$ cat src/cgra_data_pkg.sv
//============================
// datapath types shared by the elements and the mesh links
// one link is the forward half only, ready travels beside it
//============================

package cgra_data_pkg;

    // datapath word
    localparam int data_width = 32;

    // edge lanes on the north input and south output side
    localparam int num_lanes = 4;

    typedef logic [data_width-1:0] data_t;

    // port order of every element, also the index of its link arrays
    typedef enum logic [1:0] {
        dir_north = 2'd0,
        dir_east  = 2'd1,
        dir_south = 2'd2,
        dir_west  = 2'd3
    } dir_t;

    // forward part of a valid/ready link
    typedef struct packed {
        logic  valid;
        data_t data;
    } link_t;

endpackage

$ cat src/cgra_cfg_pkg.sv
//============================
// configuration types of the 4x4 array
// element address is row * mesh_cols + col, row 0 on the north side
// immediate is zero-extended to the data width
//============================

package cgra_cfg_pkg;

    localparam int num_pe    = 16;
    localparam int mesh_cols = 4;

    typedef logic [3:0]        pe_addr_t;
    typedef logic [7:0]        imm_t;
    typedef logic [num_pe-1:0] pe_mask_t;

    // alu operation of one element
    typedef enum logic [1:0] {
        op_pass = 2'd0,
        op_add  = 2'd1,
        op_sub  = 2'd2,
        op_xor  = 2'd3
    } op_t;

    // per-element configuration, 14 bits
    typedef struct packed {
        cgra_data_pkg::dir_t src;
        cgra_data_pkg::dir_t dst;
        op_t                 op;
        imm_t                imm;
    } pe_cfg_t;

    // addressed configuration word, 19 bits
    typedef struct packed {
        logic     catch;
        pe_addr_t addr;
        pe_cfg_t  pe_cfg;
    } cfg_word_t;

endpackage

$ cat src/pe_out_buffer.sv
//============================
// one-entry elastic output register
// full and draining accepts a new word in the same cycle
//============================

`timescale 1ns/1ps

module pe_out_buffer (
    input  logic                          clk,
    input  logic                          rst,

    input  logic                          in_valid,
    input  cgra_data_pkg::data_t          in_data,
    input  cgra_data_pkg::dir_t           dst,
    output logic                          in_ready,

    output cgra_data_pkg::link_t [3:0]    out_link,
    input  logic                 [3:0]    out_ready
);

    logic                 full;
    logic                 load;
    logic                 drain;
    cgra_data_pkg::data_t data_q;

    // only the dst ready can drain the entry
    assign drain    = full & out_ready[dst];
    assign in_ready = ~full | out_ready[dst];
    assign load     = in_valid & in_ready;

    always_ff @(posedge clk) begin
        if (rst) begin
            full <= 1'b0;
        end else if (load) begin
            full <= 1'b1;
        end else if (drain) begin
            full <= 1'b0;
        end
    end

    always_ff @(posedge clk) begin
        if (load) begin
            data_q <= in_data;
        end
    end

    always_comb begin
        out_link = '0;
        out_link[dst].valid = full;
        out_link[dst].data  = data_q;
    end

endmodule

$ cat src/pe_core.sv
//============================
// one processing element: config register, source select, alu
// accepts only on src and drives only dst, one cycle of latency
// reconfigure while idle, a held word follows the new dst
//============================

`timescale 1ns/1ps

module pe_core (
    input  logic                          clk,
    input  logic                          rst,

    // configuration
    input  logic                          catch,
    input  cgra_cfg_pkg::pe_cfg_t         cfg,
    input  logic                          run,

    // mesh inputs, indexed by direction
    input  cgra_data_pkg::link_t [3:0]    in_link,
    output logic                 [3:0]    in_ready,

    // mesh outputs, indexed by direction
    output cgra_data_pkg::link_t [3:0]    out_link,
    input  logic                 [3:0]    out_ready
);

    cgra_cfg_pkg::pe_cfg_t  cfg_q;
    cgra_data_pkg::link_t   sel_link;
    cgra_data_pkg::data_t   imm_ext;
    cgra_data_pkg::data_t   result;
    logic                   buf_ready;
    logic                   buf_valid;

    always_ff @(posedge clk) begin
        if (rst) begin
            cfg_q <= '0;
        end else if (catch) begin
            cfg_q <= cfg;
        end
    end

    assign sel_link = in_link[cfg_q.src];
    assign imm_ext  = cgra_data_pkg::data_t'(cfg_q.imm);

    // halted elements neither take nor offer data
    assign buf_valid = run & sel_link.valid;

    always_comb begin
        in_ready = '0;
        in_ready[cfg_q.src] = run & buf_ready;
    end

    always_comb begin
        case (cfg_q.op)
            cgra_cfg_pkg::op_add: result = sel_link.data + imm_ext;
            cgra_cfg_pkg::op_sub: result = sel_link.data - imm_ext;
            cgra_cfg_pkg::op_xor: result = sel_link.data ^ imm_ext;
            default:              result = sel_link.data;
        endcase
    end

    pe_out_buffer out_buf_i (
        .clk       ( clk       ),
        .rst       ( rst       ),
        .in_valid  ( buf_valid ),
        .in_data   ( result    ),
        .dst       ( cfg_q.dst ),
        .in_ready  ( buf_ready ),
        .out_link  ( out_link  ),
        .out_ready ( out_ready )
    );

endmodule

$ cat config.mk
export PLATFORM = sky130hd
export DESIGN_NAME = pe_core
export DESIGN_NICKNAME = d
export VERILOG_FILES = /design/src/cgra_data_pkg.sv /design/src/cgra_cfg_pkg.sv /design/src/pe_out_buffer.sv /design/src/pe_core.sv
export SDC_FILE = /design/constraint.sdc
export NUM_CORES = 1
export LEC_CHECK = 0
export ABC_AREA = 1
export BUFFER_PORTS_ARGS = -buffer_cell sky130_fd_sc_hd__buf_2
export CAP_MARGIN = 20
export CORE_MARGIN = 4
export CORE_UTILIZATION = 44
export DETAILED_ROUTE_END_ITERATION = 6
export PLACE_DENSITY = 0.79
export SETUP_SLACK_MARGIN = 0.3
export SYNTH_ARGS = -nofsm -noshare
export SYNTH_HDL_FRONTEND = slang
export SYNTH_SLANG_ARGS = --single-unit
$ cat constraint.sdc
create_clock -name clk -period 3.2 [get_ports clk]
set_clock_uncertainty 0.2 [all_clocks]
set_input_delay 0.16 -clock clk [delete_from_list [all_inputs] [get_ports clk]]
set_output_delay 0.16 -clock clk [all_outputs]
set_load 0.1 [all_outputs]
## Word level (Yosys, flattened, before mapping)

Cells that the tools add are included.

| storage, ports and cells | value |
|---|---|
| logic and storage cells | 41 |
| bits in registers | 47 |

| cells by class | value |
|---|---|
| reductions and logical operators | 3 |
| muxes and demuxes | 14 |
| $add $sub $neg | 2 |
| $lt $le $gt $ge | 4 |
| bitwise operators | 9 |
| equality and inequality tests | 3 |

Operators by type and width:

| operator | count |
|---|---|
| $and 132x132->132 | 1 |
| $bwmux 132 | 1 |
| $demux 33 s2 | 2 |
| $pmux 32 s3 | 1 |
| $bmux 33 s2 | 1 |
| $mux 33 | 2 |
| $add 32x8->32 | 1 |
| $mux 32 | 1 |
| $sub 32x8->32 | 1 |
| $xor 32x8->32 | 1 |
| $lt 2x3->1 const B | 2 |
| $and 1x1->1 | 4 |
| $and 4x4->4 | 1 |
| $eq 2x2->1 const B | 2 |
| $ge 2x1->1 const B | 2 |
| $mux 1 | 4 |
| $bmux 1 s2 | 1 |
| $demux 1 s2 | 1 |
| $eq 2x1->1 const B | 1 |
| $logic_and 1x1->1 | 2 |
| $reduce_bool 2->1 | 1 |
| $not 1->1 | 1 |
| $or 1x1->1 | 1 |

## Depth between registers and ports, before layout

| depth | value |
|---|---|
| depth after elaboration | 6 |
| mapped depth | 21 |
| mapped depth without buffers | 21 |

## Modules after synthesis

Synthesis repeated with hierarchy kept, for this count alone.

| second synthesis, totals | value |
|---|---|
| cells, all modules | 1104 |
| area total of the unflattened synthesis | 6269.8 sq um |

Modules (own cells, without submodules):

| module | times used | cells each | area an instance (sq um) |
|---|---|---|---|
| pe_core | 1 | 874 | 4494.3 |
| pe_out_buffer | 1 | 230 | 1775.5 |

## Least setup slack after synthesis

No wires, ideal clock.

| path | value |
|---|---|
| path kind | register to register |
| from | reg cfg_q[13] (netlist name) |
| to | reg out_buf_i.data_q[0], enable pin |
| stages on the path, launching flop included | 7 |
| data arrival time | 2.553 ns |
| path slack | 0.015 ns |
| cell sequence | dfxtp_1 -> inv_1 -> nor2_2 -> buf_4 -> buf_4 -> nand2_1 -> a21oi_1 |

| between the ends | value |
|---|---|
| word-level cells in the longest chain between the ends | 4 |

RTL lines:

| what | RTL line | text |
|---|---|---|
| start: declaration | pe_core.sv:27 | `cgra_cfg_pkg::pe_cfg_t cfg_q;` |
| start signal: assignment | pe_core.sv:38 | `cfg_q <= cfg;` |
| $bmux 33 s2 | pe_core.sv:42 | `assign sel_link = in_link[cfg_q.src];` |
| $mux 33 (not written as such) | pe_core.sv:42 |  |
| $and 1x1->1 | pe_core.sv:46 | `assign buf_valid = run & sel_link.valid;` |
| $and 1x1->1 | pe_out_buffer.sv:29 | `assign load = in_valid & in_ready;` |
| net out_buf_i.load | pe_out_buffer.sv:22 | `logic load;` |
| end signal: assignment | pe_out_buffer.sv:43 | `data_q <= in_data;` |
| end: declaration | pe_out_buffer.sv:24 | `cgra_data_pkg::data_t data_q;` |

The timed path passes the listed nets, and every way through them passes these cells. The select of a mux whose other input is x is not followed.
A chain may end at the register's enable or synchronous reset.

## Worst setup path in the final report

| path | value |
|---|---|
| from | reg cfg_q[0] (netlist name) |
| to | reg out_buf_i.data_q[13], data pin |

| between the ends | value |
|---|---|
| word-level cells in the longest chain between the ends | 2 |
| elaborated cells between the ends (all ways) | 3 |
| those cells by class | 2 x add/sub; 1 x mux |

RTL lines:

| what | RTL line | text |
|---|---|---|
| $sub 32x8->32 / $add 32x8->32 (equally long branches) | pe_core.sv:56, pe_core.sv:55 |  |
| $pmux 32 s3 * | pe_core.sv:54 | `case (cfg_q.op)` |
| net out_buf_i.in_data[13] | pe_out_buffer.sv:13 | `input cgra_data_pkg::data_t in_data,` |

The timed path passes the listed nets; every way through them passes the cells marked *.

==> metrics <==
status=finished, final reports clean; Main synth FF type=edfxtp_1; Cell Count, Final, Fillers Out=1616; Root Buffer=clkbuf_16; worst skew pair latency=290 ps; Die Area=15800 um^2; post-synthesis mux area share=0; total routing usage reported by global routing=0.327; initial antenna violation count=1; max incr delay on CP=370 ps; Num CTS Buffers=5; area share of xor/xnor cells in the synthesized design=0.00859; nets=1629; Distinct cells, synth=41; clk sinks=47; hold crit path type=input pin to flip-flop; Relative slew margins=0.306; post-route antenna net violation count=0; synth warn=0; Mapped Area=6120 um^2; Sw Share=0.528; syn avg cell area=5.56 um^2; Reg clk slew, reported paths=60 ps; Critical Path AT=2860 ps; hold_sp=cfg[7]; WL/cell=18.1 um; Synth Area in Compound Gates=0.154; Post-Syn Nets=1290; Reg power frac=0.164; # fillers=1097; vias in the first global route=7826; RSZ-0062 raised after global routing=yes; Die Y=126 um; Cell Pwr Density=487 nW/um^2; num rows=42; Ports=290; r2r startpoint=cfg_q[0]; CTS tree=done; Slew @ Worst Pin=1040 ps; Post-synth ARST share=0; Pre-antenna DRT Iters=6; total negative slack=0 ps; crit end category=flip-flop; combinational share of power=0.690; Hold Path Cell Cnt=3; first-pass GRT wire length=42100 um; hold_ws=0.504 ps; worst reg-to-reg setup slack=170 ps; initial DRC count=1114; Max Clk Rate=0.330 GHz; Setup CP Type=flip-flop to flip-flop; largest family of logic cells by synthesized area=simple AND/OR/NAND/NOR gates; port bufs=289; count leader, synth=nand2_1; clock network power share=0.147; Seq/Total Area, Yosys=0.206; post-synthesis register bit count=47; Internal Power=2.19 mW; leakage power=5.28 nW; CP startpoint kind=flip-flop; Layout Area Growth over Synthesis=55.8%; die width=126 um; peak supply drop=0.000241 V; drc violations=0; leading area contributor after synthesis=nand2_1; Gate Count Post-Synth=1099; crit share post-route=0.946; Max clock buf depth=2; slowest CP cell=dfxtp_2; Register-to-Register Path Depth=20; P_sw=2.45 mW; post-synthesis simple-gate area fraction=0.409; number of synthesized flops with an enable pin=32; Initial Util=0.456; largest net degree at the start of global routing=34; CTS H-tree lvls=2; Synth Area in Adders=0.0769; Fin. Hold Viols=0; GPL Wtd Cong=1.05; CP required=3030 ps; dominant cells by area after synthesis=nand2_1 21%, edfxtp_1 16%, nor2_1 14%, inv_1 11%, ha_1 7.4%; DRT Wirelength=29200 um; kind of cell adding the most delay to the critical path=simple AND/OR/NAND/NOR gates; minimum clock period=3030 ps; Core Footprint=13400 um^2; WP buf/inv=5; CP cell instances=inv_2 > ha_4 > inv_2 > nor2_4 > buf_4 > o21ai_0 > o21ai_1 > ha_4 > nand2_1 > nand2_1 > inv_1 > nand2_4 > nand2_1 > nand2_1 > nand2_1 > nand2_2 > buf_4 > nand2_1 > nand2_1 > o22ai_2; share of cells above drive strength 1=0.406; Placed Cells=1573; vias=8817; Crit Path Max Fanout=7; Finish-stage setup viols=0; synth cell count leaders=340 x nand2_1, 223 x nor2_1, 184 x inv_1, 45 x nand3_1; maxcap violations=0; Synth top area share=0.209; Worst Hold End=cfg_q[7]; grt ovf=0; most frequent cell on the critical path=nand2_1; HPWL after detailed placement=21900 um; DR vias/cell=5.46; Reg-to-Reg End=out_buf_i.data_q[13]; Final Max Slew Viols=0
[metal layers]
| layer | share of wire | track usage |
|---|---|---|
| met1 | 0.39 | 0.456 |
| met2 | 0.47 | 0.526 |
| met3 | 0.12 | 0.0517 |
| met4 | 0.029 | 0.0902 |
| met5 | 0 | 0 |
[worst reg2reg max path: cells and delay by family, from the launching register on]
kind / cells / cell delay [ps]
AOI/OAI and AO/OA: 3 / 390
adders and majority gates: 2 / 500
buffers and inverters: 5 / 510
DFF: 1 / 370
and+or+nand+nor: 10 / 810
[power by group through the flow]
stage          registers [mW]  logic (mW)  clock network, mW
2_1_floorplan           0.754        1.78                  0
3_3_place_gp            0.765        2.42                  0
3_5_place_dp            0.767        2.44                  0
4_1_cts                 0.755        2.74              0.684
5_1_grt                 0.763        3.38              0.702
6_report                0.759        3.20              0.680
[cell families (layout without fill, tap and decap cells)]
family,Yosys count,in the layout
AOI/OAI and AO/OA,150,150
xor gates and xnor gates,6,6
other,0,1
adders and majority gates,37,37
DFF,47,47
buffers and inverters,225,565
and+or+nand+nor,634,634
[sequential cells by signal, indices dropped and copies added, names as in the netlist]
register and count:
out_buf_i.data_q 32, cfg_q 14, out_buf_i.full 1
[layout by cell type, fill, tap and decap left out, types with 21 or more instances in the layout]
| cell type | instances |
|---|---|
| o22ai_1 | 21 |
| nand2_2 | 72 |
| nand3_1 | 33 |
| nor2_1 | 200 |
| edfxtp_1 | 32 |
| buf_4 | 54 |
| ha_4 | 26 |
| inv_1 | 166 |
| nand2_1 | 259 |
| buf_2 | 289 |
[layout make-up]
| class | instances | area (um^2) | area share |
|---|---|---|---|
| inverters | 192 | 733 | 0.0770 |
| multi-input cells | 827 | 4970 | 0.521 |
| diodes | 1 | 2.50 | 0.000263 |
| clock buffers | 6 | 129 | 0.0135 |
| flip-flops and latches | 47 | 1270 | 0.134 |
| clock inverters | 2 | 60.1 | 0.00630 |
| repair buffers | 365 | 2140 | 0.225 |
| well taps | 176 | 220 | 0.0231 |
[per-stage QoR]
stage	worst slack [ps]	power [mW]	area, um^2	util
global placement	89.7	3.19	7980	0.595
CTS	283	4.18	8910	0.665
finish	173	4.64	9530	0.711
global route	45.2	4.84	9530	0.711
detailed placement	36.2	3.21	7980	0.595
floorplan	333	2.54	6120	-
[worst max-delay path by stage]
stage | start | end | slack [ps] | cells after the start
floorplan | cfg_q[12] | out_buf_i.data_q[24] | 330 | 19
global placement | cfg_q[0] | out_buf_i.data_q[27] | 90 | 18
detailed placement | cfg_q[8] | out_buf_i.data_q[9] | 40 | 15
CTS | cfg_q[0] | out_buf_i.data_q[29] | 280 | 14
global route | cfg_q[8] | out_buf_i.data_q[13] | 50 | 17
finish | cfg_q[0] | out_buf_i.data_q[13] | 170 | 20
[repair_timing]
item                                    CTS  global route
hold buffers                             15             0
pin swaps                                34            59
gates resized for setup                 113           153
buffers inserted                         10             8
gates cloned                              0             0
endpoints found under the setup margin   25            27
hold endpoints to repair                 13             0
No activity file was read; power rests on OpenSTA's default activity.
