$ cat src/cgra_data_pkg.sv
//============================
// datapath types shared by the elements and the mesh links
// one link is the forward half only, ready travels beside it
//============================

package cgra_data_pkg;

    // datapath word
    localparam int data_width = 32;

    // edge lanes on the north input and south output side
    localparam int num_lanes = 4;

    typedef logic [data_width-1:0] data_t;

    // port order of every element, also the index of its link arrays
    typedef enum logic [1:0] {
        dir_north = 2'd0,
        dir_east  = 2'd1,
        dir_south = 2'd2,
        dir_west  = 2'd3
    } dir_t;

    // forward part of a valid/ready link
    typedef struct packed {
        logic  valid;
        data_t data;
    } link_t;

endpackage

$ cat src/cgra_cfg_pkg.sv
//============================
// configuration types of the 4x4 array
// element address is row * mesh_cols + col, row 0 on the north side
// immediate is zero-extended to the data width
//============================

package cgra_cfg_pkg;

    localparam int num_pe    = 16;
    localparam int mesh_cols = 4;

    typedef logic [3:0]        pe_addr_t;
    typedef logic [7:0]        imm_t;
    typedef logic [num_pe-1:0] pe_mask_t;

    // alu operation of one element
    typedef enum logic [1:0] {
        op_pass = 2'd0,
        op_add  = 2'd1,
        op_sub  = 2'd2,
        op_xor  = 2'd3
    } op_t;

    // per-element configuration, 14 bits
    typedef struct packed {
        cgra_data_pkg::dir_t src;
        cgra_data_pkg::dir_t dst;
        op_t                 op;
        imm_t                imm;
    } pe_cfg_t;

    // addressed configuration word, 19 bits
    typedef struct packed {
        logic     catch;
        pe_addr_t addr;
        pe_cfg_t  pe_cfg;
    } cfg_word_t;

endpackage

$ cat src/cgra_config_ctrl.sv
//============================
// configuration word decode and per-element run enables
// a configured flag stays set until reset
//============================

`timescale 1ns/1ps

module cgra_config_ctrl (
    input  logic                    clk,
    input  logic                    rst,

    input  cgra_cfg_pkg::cfg_word_t cfg_word,
    input  logic                    execute,

    output cgra_cfg_pkg::pe_mask_t  catch_mask,
    output cgra_cfg_pkg::pe_mask_t  run_mask
);

    cgra_cfg_pkg::pe_mask_t configured;

    // one-hot strobe for the addressed element
    always_comb begin
        catch_mask = '0;
        if (cfg_word.catch) begin
            catch_mask[cfg_word.addr] = 1'b1;
        end
    end

    always_ff @(posedge clk) begin
        if (rst) begin
            configured <= '0;
        end else begin
            configured <= configured | catch_mask;
        end
    end

    // replaces the old per-element clock gates
    assign run_mask = configured & {cgra_cfg_pkg::num_pe{execute}};

endmodule

$ cat config.mk
export PLATFORM = sky130hd
export DESIGN_NAME = cgra_config_ctrl
export DESIGN_NICKNAME = d
export VERILOG_FILES = /design/src/cgra_data_pkg.sv /design/src/cgra_cfg_pkg.sv /design/src/cgra_config_ctrl.sv
export SDC_FILE = /design/constraint.sdc
export NUM_CORES = 1
export LEC_CHECK = 0
export BUFFER_PORTS_ARGS = -buffer_cell sky130_fd_sc_hd__buf_2
export CELL_PAD_IN_SITES_DETAIL_PLACEMENT = 1
export CELL_PAD_IN_SITES_GLOBAL_PLACEMENT = 1
export CORE_UTILIZATION = 29
export CTS_CLUSTER_SIZE = 20
export DETAILED_ROUTE_END_ITERATION = 7
export PLACE_DENSITY_LB_ADDON = 0.12
export SLEW_MARGIN = 20
export SYNTH_ARGS = -nofsm -noshare
export SYNTH_HDL_FRONTEND = slang
export SYNTH_SLANG_ARGS = --single-unit
$ cat constraint.sdc
create_clock -name clk -period 2.7 [get_ports clk]
set_clock_uncertainty 0.1 [all_clocks]
set_input_delay 0.54 -clock clk [delete_from_list [all_inputs] [get_ports clk]]
set_output_delay 0.54 -clock clk [all_outputs]
set_load 0.05 [all_outputs]
# Word level (Yosys, flattened, before mapping)
# Index checks and enable logic that the tools add are counted.
[totals]
in_bits = 22
elab_cells = 9
n_memories = 0
reg_bits = 16
output_inout_bits = 32
romBits = 0
latchBits = 0
mem_bits_rw = 0
[classes]
addsub = 0
eq_ne = 0
shift = 0
n_mul = 0
magnitude_cmp = 2
n_mux = 3
n_div = 0
reduce_logical = 1
bitwise = 2
[ops]
columns = ["operator", "n"]
rows = [
  ["$and 16x16->16", 1],
  ["$mux 16", 1],
  ["$or 16x16->16", 1],
  ["$lt 4x5->1 const B", 1],
  ["$demux 1 s4", 1],
  ["$ge 4x1->1 const B", 1],
  ["$logic_and 1x1->1", 1],
  ["$mux 1", 1],
]

# Depth between registers and ports, before layout
# Gate-level depths: netlist of the first run.
[depth]
ltp_word = 6
depth_mapped = 3
depth_no_buf = 2

# Least setup slack after synthesis of the first run
# No wires, ideal clock.
[synth_timing]
path_kind = "input to output"
from = "input cfg_word[16] (netlist bit)"
to = "output catch_mask[8]"
slack_ps = 168
required_time_ps = 2060
t_arrival_ps = 1892
path_stages = 2
n_path_buf = 0
cell_sequence = "nand3b_1 > nor3_1"
[synth_between]
elab_chain_cells = 5
word_cells_on_any_way = 6
[synth_lines]
columns = ["element", "line", "rtl"]
rows = [
  ["start: declaration", "cgra_config_ctrl.sv:12", "input cgra_cfg_pkg::cfg_word_t cfg_word,"],
  ["$lt 4x5->1 (not written as such) / $ge 4x1->1 (equally long branches)", "cgra_config_ctrl.sv:25", "catch_mask[cfg_word.addr] = 1'b1;"],
  ["$logic_and 1x1->1 (not written as such)", "cgra_config_ctrl.sv:25", ""],
  ["$mux 1 (not written as such)", "cgra_config_ctrl.sv:25", ""],
  ["$demux 1 s4 (*)", "cgra_config_ctrl.sv:25", ""],
  ["$mux 16 (*)", "cgra_config_ctrl.sv:24", "if (cfg_word.catch) begin"],
  ["end: declaration", "cgra_config_ctrl.sv:15", "output cgra_cfg_pkg::pe_mask_t catch_mask,"],
]
# Every way passes the cells marked *; elsewhere a longest branch is shown, timed or not.

# Final worst setup path of the first run
[layout_timing]
from = "input cfg_word[16] (netlist bit)"
to = "output catch_mask[0]"
# Same word-level chain as after synthesis.

==> results of run 1 <==
layout by cell type (no fill, tap or decap), drive strengths merged:
master	count
buf	39
and2	16
inv	16
dfxtp	16
o22ai	16
nor2	12
nor3	4
nand3b	3
clkbuf	3
or3b	3
nand2b	2
nand3	1
nand2	1
or3	1
metal layers:
metal  vias to the layer above  GRT usage
met2                        32     0.2459
met3                         5    0.03056
met4                         0    0.08974
met5                         -          0
li1                        393          -
met1                       317     0.1933
final timing paths:
| path | cells after the start | slack [ns] | to | startpoint |
|---|---|---|---|---|
| worst max-delay path | 4 | 0.39 | catch_mask[0] | cfg_word[16] |
| worst min-delay path | 2 | 0.37 | configured[14] | configured[14] |
| worst min register to register | 2 | 0.37 | configured[14] | configured[14] |
| worst max register to register | 2 | 2.01 | configured[3] | configured[3] |
per-stage QoR:
stage,util,cells,cell area [µm²],power [µW]
after CTS,0.4033,163,1017,455.6
final,0.4033,163,1017,449.4
after global placement,0.3943,160,994.7,327.4
after global routing,0.4033,163,1017,476.0
after detailed placement,0.3943,160,994.7,328.7
after floorplan,-,97,790.8,308.9
cells by family after synthesis:
group	after synthesis	share of synthesized area
simple gates	43	0.3243
compound gates	16	0.1582
buf+inv	22	0.1123
flops	16	0.4051
power by group through the flow:
stage | Clock (µW) | Combinational (µW) | Sequential, µW
floorplan | 0 | 60.4 | 248
global placement | 0 | 78.5 | 249
detailed placement | 0 | 79.6 | 249
CTS | 132 | 79.7 | 244
global route | 146 | 85.5 | 244
finish | 127 | 78.6 | 243
layout make-up:
class | instances | area, µm² | area share
multi-input combinational | 59 | 381.6 | 0.3752
sequential | 16 | 320.3 | 0.3149
timing repair buffer | 39 | 195.2 | 0.1919
inverter | 16 | 60.06 | 0.05904
tap | 30 | 37.54 | 0.03690
clock buffer | 3 | 22.52 | 0.02214
critical path, stage by stage:
cell and delay [ns]:
buf_2 0.12, or3b_1 0.56, nor3_2 0.16, buf_2 0.29
==> impl_metrics.ini, run 1 <==
[place]
io_buffer_count = 39
dpl_worst_slack_ns = 0.3733
hpwlAfterDp_um = 1443
routability_congestion_estimate = 0.6570

[synth]
postSynthRegisterBits = 16
yosys_most_used_dff = dfxtp_1
postSynthNetCount = 119
netlist_instances = 97
synth_area_per_cell_um2 = 8.152
netlist-cell-type-count = 17
postSynth.asyncResetShare = 0
seq_area_frac_synth = 0.4051
ys_top_cells_by_count = and2_1 (16), dfxtp_1 (16), inv_1 (16)
yosys_warnings = 0
post_synth_instance_area_um2 = 790.8
synth_edf_count = 0
ys_top_cells_by_area = dfxtp_1 (41%), and2_1 (13%), o22ai_1 (9.5%)
synthDominantAreaCellType = dfxtp_1
synth.top_cell.area_share = 0.4051

[clock_tree]
worst_setup_hold_path_clk_slew_ns = 0.09
source_to_sink_clock_delay_at_the_later_pin_of_the_worst_skew_pair_ns = 0.29
tritoncts = done
cts_sinks = 16
post_cts_buffers = 0
root_buffer = clkbuf_4
ctsResizeCount = 0
ctsHoldBuffers = 0
number_of_buffers_created_by_cts = 3
clock_path_buffers = 2
deepest_level_of_the_cts_h_tree = 1

[timing]
maximum_clock_frequency_mhz = 433.3
fin_ws_ns = 0.3922
setup_repair_after_global_routing_missed_its_margin = false
slew-limit-headroom = 0.7241
final_max_slew_viol_count = 0
tightest_slew_ns = 0.4127
finalSetupViolCount = 0
hold_ws_ns = 0.3680
final.setup.tns_ns = 0
hold_viol_final = 0
post_route_fraction_of_the_period_consumed_by_the_critical_path = 0.8548
final.min_clock_period_ns = 2.308

[worst_setup_path]
cp_data_required_time_ns = 2.06
worst-setup-path-type = in -> out
critical_path.startpoint_type = input port
path_max_fanout = 8
cp-end-kind = output port
cp.arrival_ns = 1.67

[finish]
largest_registers = configured x16
max_flop_register = configured
flip_flop_count_of_the_largest_register_all_copies_and_words_added = 16
layout.filler_cells = 338
diodes = 0
fin_nets = 157
drive_above_1_share = 0.3759
layout-area-overhead-vs-synth_pct = 28.64

[grt]
pin_count_of_the_biggest_net_entering_global_routing = 21
number_of_antenna_violations_at_the_first_check_in_global_routing = 0
grt_use_total = 0.1550
grt_first_pass_wirelength_um = 3105
overflow = 0
number_of_global_route_vias_before_repair = 654

[route]
routed_wire_length_per_instance_um = 12.28
detailroute.wirelength.met2_um = 922
final_antenna_net_count = 0
detail_route.wirelength_um = 2002
dr_wl_met3_um = 134
drt_drc_violations_left = 0
drtIter0Drc = 2
top_signal_layer_used = met4
vias_per_cell = 4.583
num_vias = 747
detail_route.wirelength.met1_um = 899
detail_route.first_pass.iterations = 4

[die]
floorplan.die.height_um = 54.22
die_width_um = 54.22
core_region_area_um2 = 2522
start_util = 0.3135
ios = 54
fp.dieArea_um2 = 2940
count_of_standard_cell_rows = 18

[worst_hold_path]
timing.hold.worst.class = reg -> reg

[power]
share_comb_of_total_power = 0.175
power.switching_fraction = 0.2995
power_density_nw_per_um2 = 441.8
sequentialPowerShare = 0.542
power.leakage_uw = 0.0004715
power_frac_clock = 0.283
total_switching_power_uw = 134.6
cellInternalPower_uw = 314.8
ir_drop_mv = 0.1931

[job]
maxCapViolations = 0

[outcome]
outcome = complete, no violations
Power figures use the tool's default switching activity.
==> inputs of run 2 (changes only) <==
MAX_ROUTING_LAYER = met4   (was default)
==> impl_metrics.ini, run 2 (same netlist as run 1, synthesis figures left out) <==
[outcome]
outcome = complete, no violations

[clock_tree]
deepest_level_of_the_cts_h_tree = 1
tritoncts = done
source_to_sink_clock_delay_at_the_later_pin_of_the_worst_skew_pair_ns = 0.29
cts_sinks = 16
ctsResizeCount = 0
number_of_buffers_created_by_cts = 3
root_buffer = clkbuf_4
clock_path_buffers = 2
ctsHoldBuffers = 0
worst_setup_hold_path_clk_slew_ns = 0.09
post_cts_buffers = 0

[route]
routed_wire_length_per_instance_um = 12.23
detail_route.first_pass.iterations = 4
drtIter0Drc = 2
num_vias = 747
final_antenna_net_count = 0
drt_drc_violations_left = 0
detail_route.wirelength_um = 1994
vias_per_cell = 4.583

[timing]
finalSetupViolCount = 0
fin_ws_ns = 0.3926
hold_viol_final = 0
final.setup.tns_ns = 0
tightest_slew_ns = 0.4125
final_max_slew_viol_count = 0
hold_ws_ns = 0.3680
post_route_fraction_of_the_period_consumed_by_the_critical_path = 0.8546
maximum_clock_frequency_mhz = 433.4
setup_repair_after_global_routing_missed_its_margin = false
final.min_clock_period_ns = 2.307
slew-limit-headroom = 0.7242

[place]
place_inst = 160
hpwlAfterDp_um = 1443
routability_congestion_estimate = 0.6630
dpl_worst_slack_ns = 0.3733
io_buffer_count = 39

[finish]
max_flop_register = configured
diodes = 0
layout.cells.most_common = buf_2
flip_flop_count_of_the_largest_register_all_copies_and_words_added = 16
layout.cells.most_common_list = buf_2 (39), and2_1 (16), inv_1 (16), dfxtp_1 (16)
layout-area-overhead-vs-synth_pct = 28.64
layoutNonFillerInstCount = 163
drive_above_1_share = 0.3759
largest_registers = configured x16
fin_nets = 157
finalCoreUtilization = 0.4033

[power]
cellInternalPower_uw = 314.8
total_switching_power_uw = 134.6
power.switching_fraction = 0.2994
ir_drop_mv = 0.1929
share_comb_of_total_power = 0.175
power_density_nw_per_um2 = 441.8
power.leakage_uw = 0.0004715
sequentialPowerShare = 0.542
power_frac_clock = 0.283

[worst_setup_path]
path_max_fanout = 8
cp-end-kind = output port
critical_path.startpoint_type = input port
cp_data_required_time_ns = 2.06
cp.arrival_ns = 1.67
worst-setup-path-type = in -> out

[die]
floorplan.die.height_um = 54.22
core_region_area_um2 = 2522
start_util = 0.3135
fp.dieArea_um2 = 2940
count_of_standard_cell_rows = 18
die_width_um = 54.22
ios = 54

[grt]
grt_use_total = 0.1594
overflow = 0
pin_count_of_the_biggest_net_entering_global_routing = 21
number_of_antenna_violations_at_the_first_check_in_global_routing = 0
grt_first_pass_wirelength_um = 3105
number_of_global_route_vias_before_repair = 653

[job]
maxCapViolations = 0

[worst_hold_path]
timing.hold.worst.class = reg -> reg
-- run 2: cell counts in the layout (fill, tap and decap cells not counted) --
No cell type changed its count.
-- run 2: cell type report --
cell class	count	area, µm²
flip-flops and latches	16	320.3
well taps	30	37.54
inverters	16	60.06
repair buffers	39	195.2
multi-input cells	59	381.6
clock buffers	3	22.52
fillers	338	1505
-- run 2: power groups by stage --
stage	clock network (µW)	registers (µW)	logic, µW
2_1_floorplan	0	248	60.4
3_3_place_gp	0	249	78.5
3_5_place_dp	0	249	79.6
4_1_cts	132	244	79.7
5_1_grt	146	244	85.5
6_report	127	243	78.6
-- run 2: path summary, 6_finish.rpt --
path,from,endpoint,slack [ns],depth (start not counted)
worst min register to register,configured[14],configured[14],0.37,2
worst max register to register,configured[3],configured[3],2.01,2
worst min-delay path,configured[14],configured[14],0.37,2
worst max-delay path,cfg_word[16],catch_mask[0],0.39,4
-- run 2: metal layers --
metal  share of wire  up-vias  track usage
met2            0.46       32       0.2459
met5               0        -            -
li1                -      393            -
met3           0.065        5      0.03056
met4           0.025        0      0.08974
met1            0.45      317       0.1933
-- run 2: critical path, stage by stage --
cell	delay, ns
buf_2	0.11
or3b_1	0.56
nor3_2	0.16
buf_2	0.29
-- run 2: metrics by stage --
step	power [µW]	cell area, µm²
final	449.4	1017
after global routing	476.0	1017
after CTS	455.6	1017
after detailed placement	328.7	994.7
after global placement	327.4	994.7
after floorplan	308.9	790.8
==> inputs of run 3 (changes only) <==
PLACE_DENSITY = 0.85   (was default)
PLACE_DENSITY_LB_ADDON = default   (was 0.12)
==> impl_metrics.ini, run 3 (same netlist as run 1, synthesis figures left out) <==
[finish]
layout.cells.most_common_list = buf_2 (39), and2_1 (16), inv_1 (16), dfxtp_1 (16)
flip_flop_and_latch_area_um2 = 320.3
largest_registers = configured x16
drive_above_1_share = 0.3806
max_flop_register = configured
multi_input_comb_area_um2 = 381.6
layout.filler_cells = 335
flip_flop_count_of_the_largest_register_all_copies_and_words_added = 16
layout.cells.most_common = buf_2
layout-area-overhead-vs-synth_pct = 30.38
fin_nets = 157
diodes = 0
finalCoreUtilization = 0.4087

[timing]
setup_repair_after_global_routing_missed_its_margin = false
final.min_clock_period_ns = 2.289
maximum_clock_frequency_mhz = 436.9
hold_viol_final = 0
slew-limit-headroom = 0.7331
post_route_fraction_of_the_period_consumed_by_the_critical_path = 0.8478
final_max_slew_viol_count = 0
finalSetupViolCount = 0
tightest_slew_ns = 0.3991
final.setup.tns_ns = 0

[route]
detail_route.first_pass.iterations = 4
routed_wire_length_per_instance_um = 12.43
drtIter0Drc = 5
vias_per_cell = 4.671
final_antenna_net_count = 0
num_vias = 766
detail_route.wirelength_um = 2039
drt_drc_violations_left = 0

[clock_tree]
deepest_level_of_the_cts_h_tree = 1
ctsHoldBuffers = 0
tritoncts = done
post_cts_buffers = 0
number_of_buffers_created_by_cts = 3
source_to_sink_clock_delay_at_the_later_pin_of_the_worst_skew_pair_ns = 0.28
root_buffer = clkbuf_4
worst_setup_hold_path_clk_slew_ns = 0.09
ctsResizeCount = 0
clock_path_buffers = 2
cts_sinks = 16

[grt]
overflow = 0
grt_first_pass_wirelength_um = 3105
pin_count_of_the_biggest_net_entering_global_routing = 21
number_of_global_route_vias_before_repair = 703
number_of_antenna_violations_at_the_first_check_in_global_routing = 0
grt_use_total = 0.1530

[die]
start_util = 0.3135
ios = 54
floorplan.die.height_um = 54.22
die_width_um = 54.22
fp.dieArea_um2 = 2940
core_region_area_um2 = 2522
count_of_standard_cell_rows = 18

[place]
io_buffer_count = 39
routability_congestion_estimate = 0.7006
hpwlAfterDp_um = 1512

[outcome]
outcome = complete, no violations

[worst_setup_path]
crit_chain = buf_2 > or3b_1 > nor2_1 > buf_2
critical-path-slowest-cell = or3b_1
critical_path.top_delay_family = simple AND/OR/NAND/NOR gates
timing.critical_path.buf_inv = 2
max_stage_delay_ns = 0.55
critical_path.most_common_cell = buf_2
cp-end-kind = output port
cp.arrival_ns = 1.65
cp_data_required_time_ns = 2.06
critical_path.startpoint_type = input port
worst-setup-path-type = in -> out
path_max_fanout = 8

[power]
ir_drop_mv = 0.1706
power_density_nw_per_um2 = 464.4
power.leakage_uw = 0.0004787

[worst_hold_path]
timing.hold.worst.class = reg -> reg

[job]
maxCapViolations = 0
[run 3: worst reg2reg max path: cells and delay by family (launching register included)]
| kind | cells | cell delay (ns) |
|---|---|---|
| DFF | 1 | 0.34 |
| buffers and inverters | 1 | 0.05 |
| AOI/OAI and AO/OA | 1 | 0.17 |
[run 3: final timing paths]
path / to / slack, ns / start / cells past startpoint
max: catch_mask[2] / 0.41 / cfg_word[16] / 4
max reg2reg: configured[15] / 1.96 / configured[15] / 2
min: configured[6] / 0.37 / configured[6] / 2
min reg2reg: configured[6] / 0.37 / configured[6] / 2
[run 3: cell type report]
cell class | count | area share
Inverter | 16 | 0.05825
Multi-Input combinational cell | 59 | 0.3701
Sequential cell | 16 | 0.3107
Tap cell | 30 | 0.03641
Timing Repair Buffer | 39 | 0.1893
Clock buffer | 4 | 0.03519
[run 3: metrics by stage]
step	worst slack [ns]	hold slack [ns]	total power [µW]	cells	cell area (µm²)
after CTS	0.4043	0.3752	486.8	164	1031
after global routing	0.3375	0.3929	499.8	164	1031
after floorplan	0.1679	0.3441	308.9	97	790.8
final	0.4110	0.3750	478.8	164	1031
after detailed placement	0.4137	0.3613	328.9	160	994.7
after global placement	0.4069	0.3554	325.5	160	994.7
[run 3: report_power, final]
group | total (µW) | switching (µW) | internal, µW
Clock | 156 | 74.1 | 82.1
Sequential | 244 | 2.37 | 241
Combinational | 79.0 | 57.4 | 21.6
Total | 479 | 134 | 345
[run 3: metal layers]
metal / vias up / part of all wire / global-route usage
li1: 390 / - / -
met1: 341 / 0.43 / 0.1717
met2: 31 / 0.50 / 0.2724
met3: 4 / 0.053 / 0.008333
met4: 0 / 0.017 / 0.07692
met5: - / 0 / -
